$ cat src/source/sched_pkg.sv
/*
 * Shared widths, unit latencies, register address and latency types,
 * and the execution unit select encoding for the issue scheduler
 */

`default_nettype none

package sched_pkg;

    //==============================
    // Register file
    //==============================

    // Architectural register index width
    localparam int unsigned REG_ADDR_W = 5;

    // Register 0 is hardwired and never produces a hazard
    typedef logic [REG_ADDR_W-1:0] reg_addr_t;

    //==============================
    // Latencies
    //==============================

    // Wide enough to hold the divider latency plus bypass
    localparam int unsigned LATENCY_W = 6;

    // Cycles left before a unit writes back
    typedef logic [LATENCY_W-1:0] latency_t;

    // The bypass stage adds one cycle to every incoming latency
    localparam int unsigned BYPASS_STAGES = 1;

    // ALU also covers CSR operations
    localparam int unsigned ALU_LATENCY = 1;
    localparam int unsigned MUL_LATENCY = 6;
    localparam int unsigned DIV_LATENCY = 36;

    //==============================
    // Unit select
    //==============================

    // Unit targeted by the instruction waiting to issue
    typedef enum logic [2:0] {
        UNIT_NONE = 3'd0,
        UNIT_ALU  = 3'd1,
        UNIT_MUL  = 3'd2,
        UNIT_DIV  = 3'd3,
        UNIT_LDU  = 3'd4
    } exec_unit_e;

endpackage

`default_nettype wire

$ cat src/source/exec_latency_tracker.sv
/*
 * Single in-flight slot with write-back countdown, stored destination
 * and the RAW and write-back collision compares
 */

`timescale 1ns/1ps
`default_nettype none

module exec_latency_tracker #(
    parameter int unsigned LATENCY = sched_pkg::MUL_LATENCY
) (
    input  logic                clk_i,
    input  logic                rst_n_i,
    input  logic                flush_i,
    input  logic                advance_i,
    input  logic                start_i,
    input  sched_pkg::reg_addr_t src0_i,
    input  sched_pkg::reg_addr_t src1_i,
    input  sched_pkg::reg_addr_t dest_i,
    input  sched_pkg::latency_t  latency_i,
    output logic                raw_hazard_o,
    output logic                latency_hazard_o,
    output logic                busy_o
);

    //==============================
    // Slot state
    //==============================

    sched_pkg::latency_t  cnt_q;
    sched_pkg::reg_addr_t dest_q;

    logic load;

    // Dispatch edge for this slot
    assign load = start_i & advance_i;

    // Countdown to write-back
    always_ff @(posedge clk_i) begin
        if (!rst_n_i || flush_i) begin
            cnt_q <= '0;
        end else if (load) begin
            cnt_q <= sched_pkg::latency_t'(LATENCY);
        end else if (advance_i && (cnt_q != '0)) begin
            cnt_q <= cnt_q - 1'b1;
        end
    end

    // Destination captured with the counter
    always_ff @(posedge clk_i) begin
        if (load) begin
            dest_q <= dest_i;
        end
    end

    //==============================
    // Hazard compares
    //==============================

    assign busy_o = (cnt_q != '0);

    // RAW on any register field of the waiting instruction
    // Register 0 is excluded
    assign raw_hazard_o = busy_o && (dest_q != '0) &&
                          ((src0_i == dest_q) || (src1_i == dest_q) || (dest_i == dest_q));

    // Two results would land on the write-back port in the same cycle
    assign latency_hazard_o = busy_o && (cnt_q == latency_i);

    // Counter stays within the unit latency
    a_cnt_bound: assert property (
        @(posedge clk_i) disable iff (!rst_n_i)
        cnt_q <= LATENCY
    );

endmodule

`default_nettype wire

$ cat src/source/mul_stage_tracker.sv
/*
 * Pipelined multiplier tracking with one slot per stage
 * selected through a rotating one-hot stage pointer
 */

`timescale 1ns/1ps
`default_nettype none

module mul_stage_tracker (
    input  logic                clk_i,
    input  logic                rst_n_i,
    input  logic                flush_i,
    input  logic                advance_i,
    input  logic                start_i,
    input  sched_pkg::reg_addr_t src0_i,
    input  sched_pkg::reg_addr_t src1_i,
    input  sched_pkg::reg_addr_t dest_i,
    input  sched_pkg::latency_t  latency_i,
    output logic                raw_hazard_o,
    output logic                latency_hazard_o,
    output logic                busy_o
);

    localparam int unsigned STAGES = sched_pkg::MUL_LATENCY;

    //==============================
    // Stage pointer
    //==============================

    logic [STAGES-1:0] stage_q;

    // Moves one position per multiply dispatch and wraps to stage 0
    always_ff @(posedge clk_i) begin
        if (!rst_n_i || flush_i) begin
            stage_q <= {{(STAGES-1){1'b0}}, 1'b1};
        end else if (start_i && advance_i) begin
            stage_q <= {stage_q[STAGES-2:0], stage_q[STAGES-1]};
        end
    end

    //==============================
    // Stage slots
    //==============================

    logic [STAGES-1:0] slot_raw;
    logic [STAGES-1:0] slot_lat;
    logic [STAGES-1:0] slot_busy;

    for (genvar i = 0; i < STAGES; i++) begin : g_slot
        // Only the slot under the pointer sees the start
        exec_latency_tracker #(
            .LATENCY (sched_pkg::MUL_LATENCY)
        ) u_slot (
            .clk_i            (clk_i),
            .rst_n_i          (rst_n_i),
            .flush_i          (flush_i),
            .advance_i        (advance_i),
            .start_i          (start_i & stage_q[i]),
            .src0_i           (src0_i),
            .src1_i           (src1_i),
            .dest_i           (dest_i),
            .latency_i        (latency_i),
            .raw_hazard_o     (slot_raw[i]),
            .latency_hazard_o (slot_lat[i]),
            .busy_o           (slot_busy[i])
        );
    end

    // Any stage in flight counts
    assign raw_hazard_o     = |slot_raw;
    assign latency_hazard_o = |slot_lat;
    assign busy_o           = |slot_busy;

    a_stage_onehot: assert property (
        @(posedge clk_i) disable iff (!rst_n_i)
        $onehot(stage_q)
    );

endmodule

`default_nettype wire

$ cat src/source/load_tracker.sv
/*
 * Outstanding load tracking with busy flag, destination and RAW compare
 */

`timescale 1ns/1ps
`default_nettype none

module load_tracker (
    input  logic                clk_i,
    input  logic                rst_n_i,
    input  logic                flush_i,
    input  logic                advance_i,
    input  logic                start_i,
    input  logic                ldu_idle_i,
    input  sched_pkg::reg_addr_t src0_i,
    input  sched_pkg::reg_addr_t src1_i,
    input  sched_pkg::reg_addr_t dest_i,
    output logic                raw_hazard_o,
    output logic                busy_o
);

    //==============================
    // Load state
    //==============================

    logic                 busy_q;
    sched_pkg::reg_addr_t dest_q;

    logic load;

    assign load = start_i & advance_i;

    // Set on dispatch, held until the load unit reports idle
    // A new load in the same cycle wins over the clear
    always_ff @(posedge clk_i) begin
        if (!rst_n_i || flush_i) begin
            busy_q <= 1'b0;
        end else if (load) begin
            busy_q <= 1'b1;
        end else if (advance_i && ldu_idle_i) begin
            busy_q <= 1'b0;
        end
    end

    // Destination of the load in flight
    always_ff @(posedge clk_i) begin
        if (load) begin
            dest_q <= dest_i;
        end
    end

    //==============================
    // Hazard compare
    //==============================

    assign busy_o = busy_q;

    // Same register rule as the latency slots
    assign raw_hazard_o = busy_q && (dest_q != '0) &&
                          ((src0_i == dest_q) || (src1_i == dest_q) || (dest_i == dest_q));

endmodule

`default_nettype wire

$ cat src/source/issue_scheduler.sv
/*
 * In-order issue scheduler top with latency decode, divider slot,
 * hazard merge and issue and pipeline empty outputs
 */

`timescale 1ns/1ps
`default_nettype none

module issue_scheduler (
    input  logic                  clk_i,
    input  logic                  rst_n_i,
    input  logic                  flush_i,
    input  logic                  stall_i,
    input  logic                  ldu_idle_i,
    input  sched_pkg::exec_unit_e unit_i,
    input  sched_pkg::reg_addr_t   src0_i,
    input  sched_pkg::reg_addr_t   src1_i,
    input  sched_pkg::reg_addr_t   dest_i,
    output logic                  issue_o,
    output logic                  pipeline_empty_o
);

    //==============================
    // Incoming latency
    //==============================

    sched_pkg::latency_t in_latency;

    // Unit latency plus the bypass stage
    // Load and empty slots never collide on write-back
    always_comb begin
        case (unit_i)
            sched_pkg::UNIT_ALU: in_latency = sched_pkg::latency_t'(
                sched_pkg::ALU_LATENCY + sched_pkg::BYPASS_STAGES);
            sched_pkg::UNIT_MUL: in_latency = sched_pkg::latency_t'(
                sched_pkg::MUL_LATENCY + sched_pkg::BYPASS_STAGES);
            sched_pkg::UNIT_DIV: in_latency = sched_pkg::latency_t'(
                sched_pkg::DIV_LATENCY + sched_pkg::BYPASS_STAGES);
            default:             in_latency = '0;
        endcase
    end

    //==============================
    // Tracker control
    //==============================

    logic advance;
    logic mul_start;
    logic div_start;
    logic ldu_start;

    // Stall freezes all trackers
    assign advance   = ~stall_i;
    assign mul_start = issue_o & (unit_i == sched_pkg::UNIT_MUL);
    assign div_start = issue_o & (unit_i == sched_pkg::UNIT_DIV);
    assign ldu_start = issue_o & (unit_i == sched_pkg::UNIT_LDU);

    logic mul_raw, mul_lat, mul_busy;
    logic div_raw, div_lat, div_busy;
    logic ldu_raw;

    // Six-stage pipelined multiplier
    mul_stage_tracker u_mul (
        .clk_i            (clk_i),
        .rst_n_i          (rst_n_i),
        .flush_i          (flush_i),
        .advance_i        (advance),
        .start_i          (mul_start),
        .src0_i           (src0_i),
        .src1_i           (src1_i),
        .dest_i           (dest_i),
        .latency_i        (in_latency),
        .raw_hazard_o     (mul_raw),
        .latency_hazard_o (mul_lat),
        .busy_o           (mul_busy)
    );

    // Sequential divider holds a single operation
    exec_latency_tracker #(
        .LATENCY (sched_pkg::DIV_LATENCY)
    ) u_div (
        .clk_i            (clk_i),
        .rst_n_i          (rst_n_i),
        .flush_i          (flush_i),
        .advance_i        (advance),
        .start_i          (div_start),
        .src0_i           (src0_i),
        .src1_i           (src1_i),
        .dest_i           (dest_i),
        .latency_i        (in_latency),
        .raw_hazard_o     (div_raw),
        .latency_hazard_o (div_lat),
        .busy_o           (div_busy)
    );

    // Pipeline empty follows the idle level of the load unit itself
    load_tracker u_ldu (
        .clk_i        (clk_i),
        .rst_n_i      (rst_n_i),
        .flush_i      (flush_i),
        .advance_i    (advance),
        .start_i      (ldu_start),
        .ldu_idle_i   (ldu_idle_i),
        .src0_i       (src0_i),
        .src1_i       (src1_i),
        .dest_i       (dest_i),
        .raw_hazard_o (ldu_raw),
        .busy_o       ()
    );

    //==============================
    // Hazard merge and outputs
    //==============================

    logic raw_hazard;
    logic lat_hazard;
    logic struct_hazard;

    assign raw_hazard    = mul_raw | div_raw | ldu_raw;
    assign lat_hazard    = mul_lat | div_lat;
    // Divider and load unit accept one operation at a time
    assign struct_hazard = ((unit_i == sched_pkg::UNIT_DIV) & div_busy) |
                           ((unit_i == sched_pkg::UNIT_LDU) & ~ldu_idle_i);

    assign issue_o = ~(raw_hazard | lat_hazard | struct_hazard);

    assign pipeline_empty_o = ~mul_busy & ~div_busy & ldu_idle_i;

    // A second divide never issues over a running one
    a_div_struct: assert property (
        @(posedge clk_i) disable iff (!rst_n_i)
        (unit_i == sched_pkg::UNIT_DIV) && div_busy |-> !issue_o
    );

endmodule

`default_nettype wire

$ cat config.mk
export PLATFORM = sky130hd
export DESIGN_NAME = issue_scheduler
export DESIGN_NICKNAME = d
export VERILOG_FILES = /design/src/source/sched_pkg.sv /design/src/source/exec_latency_tracker.sv /design/src/source/mul_stage_tracker.sv /design/src/source/load_tracker.sv /design/src/source/issue_scheduler.sv
export SDC_FILE = /design/constraint.sdc
export NUM_CORES = 1
export LEC_CHECK = 0
export CAP_MARGIN = 10
export CORE_MARGIN = 5
export CORE_UTILIZATION = 58
export DETAILED_ROUTE_END_ITERATION = 8
export DONT_BUFFER_PORTS = 1
export GPL_TIMING_DRIVEN = 0
export PLACE_DENSITY_LB_ADDON = 0.08
export SYNTH_ARGS = -nofsm -noshare
export SYNTH_HDL_FRONTEND = slang
export SYNTH_SLANG_ARGS = --single-unit
$ cat constraint.sdc
create_clock -name clk_i -period 2.95 [get_ports clk_i]
set_clock_uncertainty 0.15 [all_clocks]
set_input_delay 0.1475 -clock clk_i [delete_from_list [all_inputs] [get_ports clk_i]]
set_output_delay 0.1475 -clock clk_i [all_outputs]
set_load 0.03 [all_outputs]
==> run summary <==
FLOORPLANNING
--------------------------------------------------------------------------------------
Placeable core region ................................................... 0.00928 mm^2
I/O pins ................................................................           25
Die area ................................................................  0.0117 mm^2
Starting density of the core ............................................        59.9%
Row Count ...............................................................           35
Vertical die dimension ..................................................       108 um
Horiz. Die Dim ..........................................................       108 um

CRITICAL PATH
--------------------------------------------------------------------------------------
Data required, critical path ............................................      2880 ps
CP Launch Type ..........................................................    flip-flop
Crit path max fanout ....................................................            5
Endpoint kind of the worst setup timing path ............................    flip-flop
Data arrival time at the worst-slack endpoint ...........................      2870 ps
Type of the worst setup path ............................................ flip-flop to flip-flop

GLOBAL ROUTE
--------------------------------------------------------------------------------------
Global Route met2 Usage .................................................        43.9%
GRT Util Overall ........................................................        25.2%
Overflow left after global routing ......................................            0
Global-route track usage on met3 ........................................        3.64%
Initial antenna violation count .........................................            0
Largest net degree at the start of global routing .......................           18
Global-route wire length before repair ..................................     22500 um
Global route hottest layer ..............................................         met2
Via count of the first global-routing pass ..............................         4325
Met1 Usage GRT ..........................................................        30.3%

STA
--------------------------------------------------------------------------------------
Number of endpoints failing setup at the final stage ....................            0
RSZ-0062 raised after global routing ....................................          yes
Final hold violation count ..............................................            0
Maximum clock frequency .................................................      340 MHz
Final Worst Setup Slack .................................................      7.59 ps
Relative slew margins ...................................................        45.9%
Final Max Slew Viols ....................................................            0
Transition time of the tightest slew-check pin ..........................       812 ps
Final hold slack ........................................................      76.3 ps
Share of the clock period used by the worst path after layout ...........        99.7%
Period minus WS final ...................................................      2940 ps
Total negative setup slack ..............................................         0 ps

RUN STATUS
--------------------------------------------------------------------------------------
Result of the run ....................................................... finished, final reports clean

DRT
--------------------------------------------------------------------------------------
Average wire per standard cell ..........................................      19.0 um
First-pass detailed-route iteration total ...............................            5
DRC violation count after routing .......................................            0
Avg Vias per Cell .......................................................         5.83
Wire length reported by the detailed router .............................     14700 um
Starting DRC count in detailed routing ..................................          353
Total via count after detailed routing ..................................         4493
Remaining number of nets flagged by the antenna check after routing .....            0

CTS
--------------------------------------------------------------------------------------
Number of sinks handled by clock tree synthesis .........................           89
Cts bufs inserted .......................................................            9
CTS tree ................................................................        built
Clock-pin slew on the worst setup and hold paths ........................       100 ps
Level count of the clock H-tree .........................................            3
Longest Clk Path Bufs ...................................................            2
Buffer type at the clock tree root ...................................... sky130_fd_sc_hd__clkbuf_8
Clock insertion delay at the later pin of the skew report ...............       360 ps

YOSYS
--------------------------------------------------------------------------------------
Leading cell types by count after synthesis ............................. 107 x sky130_fd_sc_hd__xor2_1, 56 x sky130_fd_sc_hd__xnor2_1, 55 x sky130_fd_sc_hd__nor3_1
Area share of the leading cell type in the synthesized netlist ..........        21.6%
Most common cell in the synthesized netlist ............................. sky130_fd_sc_hd__xor2_1
Syn nets ................................................................          626
Synthesized netlist cell count ..........................................          590
Average footprint of a synthesized cell .................................    9.43 um^2
Combined area of all synthesized cells .................................. 0.00556 mm^2
Number of synthesized flops with an enable pin ..........................           40
Flip-flop cell with the highest count after synthesis ................... sky130_fd_sc_hd__dfxtp_1
Post-synthesis cell type count ..........................................           50
Yosys warns .............................................................            0
Number of synthesized register bits .....................................           89
Library cell occupying the most area in the post-synthesis netlist ...... sky130_fd_sc_hd__edfxtp_1
Portion of the post-synthesis area used by sequential elements ..........        39.2%
Synth async-reset ratio .................................................           0%
Top cells by area in the synthesized netlist ............................ sky130_fd_sc_hd__edfxtp_1 22%, sky130_fd_sc_hd__dfxtp_1 18%, sky130_fd_sc_hd__xor2_1 17%

POWER AND IR DROP
--------------------------------------------------------------------------------------
PD cells ................................................................  517 mW/mm^2
Peak supply drop ........................................................   0.000297 V
Reported leakage power ..................................................   0.00226 uW

FINISH
--------------------------------------------------------------------------------------
Layout cells sized above 1 ..............................................        13.6%
Number of diodes added for antenna fixing ...............................            0
Post-route insts no fill ................................................          771
FILL cells ..............................................................          754
Core Util, Final ........................................................        68.9%
P&R area growth vs syn ..................................................        15.0%
Final #Nets .............................................................          673

PLACED DESIGN
--------------------------------------------------------------------------------------
Port Buffers ............................................................            0
Weighted congestion reported at the end of routability-driven placement .        0.875
Placed Instances ........................................................          720
Worst setup slack after placement .......................................      -439 ps
Final HPWL DP ...........................................................      9960 um

JOB
--------------------------------------------------------------------------------------
MaxCap Viol Count .......................................................            0

MIN PATH
--------------------------------------------------------------------------------------
Worst min-delay path class .............................................. input port to flip-flop

-- path summary, 6_finish.rpt --
| path | start | end | slack (ps) | cells past startpoint |
|---|---|---|---|---|
| hold reg to reg | u_mul.stage_q[4] | u_mul.stage_q[4] | 350 | 2 |
| setup / recovery | u_ldu.dest_q[0] | u_mul.g_slot[2].u_slot.dest_q[1] | 8 | 8 |
| setup reg to reg | u_ldu.dest_q[0] | u_mul.g_slot[2].u_slot.dest_q[1] | 8 | 8 |
| hold / removal | rst_n_i | u_mul.g_slot[5].u_slot.cnt_q[1] | 80 | 3 |
-- routing by layer --
layer / wire, um / vias to the layer above
li1: - / 2168
met1: 6150 / 2132
met2: 7150 / 157
met4: 591 / 0
met5: 0 / -
met3: 764 / 36
-- layout by cell type, fill, tap and decap left out, types with 8 or more instances in the layout --
cell,netlist,final
sky130_fd_sc_hd__nor2_1,30,29
sky130_fd_sc_hd__a31oi_1,8,8
sky130_fd_sc_hd__nand2_1,34,33
sky130_fd_sc_hd__buf_4,0,22
sky130_fd_sc_hd__edfxtp_1,40,40
sky130_fd_sc_hd__inv_1,17,17
sky130_fd_sc_hd__clkbuf_8,0,9
sky130_fd_sc_hd__a21oi_1,8,8
sky130_fd_sc_hd__xnor2_1,56,56
sky130_fd_sc_hd__xor2_1,107,107
sky130_fd_sc_hd__nor3_1,55,54
sky130_fd_sc_hd__nand3_1,19,19
sky130_fd_sc_hd__or4_1,8,8
sky130_fd_sc_hd__ha_1,13,11
sky130_fd_sc_hd__o21ai_0,25,25
sky130_fd_sc_hd__dfxtp_1,49,40
sky130_fd_sc_hd__clkbuf_1,24,22
-- state kept, by name (all words and copies together) (netlist names) --
signal / count
u_div.cnt_q: 6
u_div.dest_q: 5
u_ldu.busy_o: 1
u_ldu.dest_q: 5
u_mul.g_slot.u_slot.cnt_q: 36
u_mul.g_slot.u_slot.dest_q: 30
u_mul.stage_q: 6
-- critical path, stage by stage (launching register included) --
cell and delay, ps:
sky130_fd_sc_hd__edfxtp_1 480, sky130_fd_sc_hd__or4_1 520, sky130_fd_sc_hd__o21ai_0 160, sky130_fd_sc_hd__a31oi_1 100, sky130_fd_sc_hd__a2111oi_2 430, sky130_fd_sc_hd__and4_4 350
sky130_fd_sc_hd__buf_8 150, sky130_fd_sc_hd__and3_4 200, sky130_fd_sc_hd__buf_6 120
-- where the power goes --
group	leakage, uW	switching (uW)	internal, uW
Combinational	0.00140	605	480
Sequential	0.000761	68.8	1350
Clock	0.0000969	483	325
Total	0.00226	1160	2150
-- stage by stage --
stage          cell area (um^2)  total power, uW
2_1_floorplan              5570             2110
3_3_place_gp               5740             2280
3_5_place_dp               5740             2320
4_1_cts                    6150             3270
5_1_grt                    6390             3460
6_report                   6390             3310
-- final cells by class --
type / count / area (um^2) / share of cell area (%)
Multi-Input combinational cell: 452 / 3290 / 51.4
Sequential cell: 89 / 2200 / 34.4
Timing Repair Buffer: 36 / 313 / 4.89
Buffer: 32 / 189 / 2.95
Tap cell: 129 / 161 / 2.52
Clock buffer: 9 / 124 / 1.94
Inverter: 17 / 63.8 / 0.998
Clock inverter: 7 / 60.1 / 0.939
-- what timing repair did --
action,4_1_cts,5_1_grt
setup endpoints to repair,84,82
endpoints found under the hold margin,48,0
resized for setup,23,27
hold buffers,7,0
gates cloned,1,5
buffers inserted,6,16
pin swaps,5,5
-- logic make-up (layout without fill, tap and decap cells) --
group / Yosys count / in the layout / synth area share, %
xor+xnor: 164 / 164 / 26.0
fa+ha+maj: 13 / 13 / 2.92
simple gates: 196 / 196 / 18.5
mux: 2 / 2 / 0.360
buf+inv: 49 / 101 / 3.87
compound gates: 77 / 77 / 9.18
flops: 89 / 89 / 39.2
No activity file was read; power rests on OpenSTA's default activity.
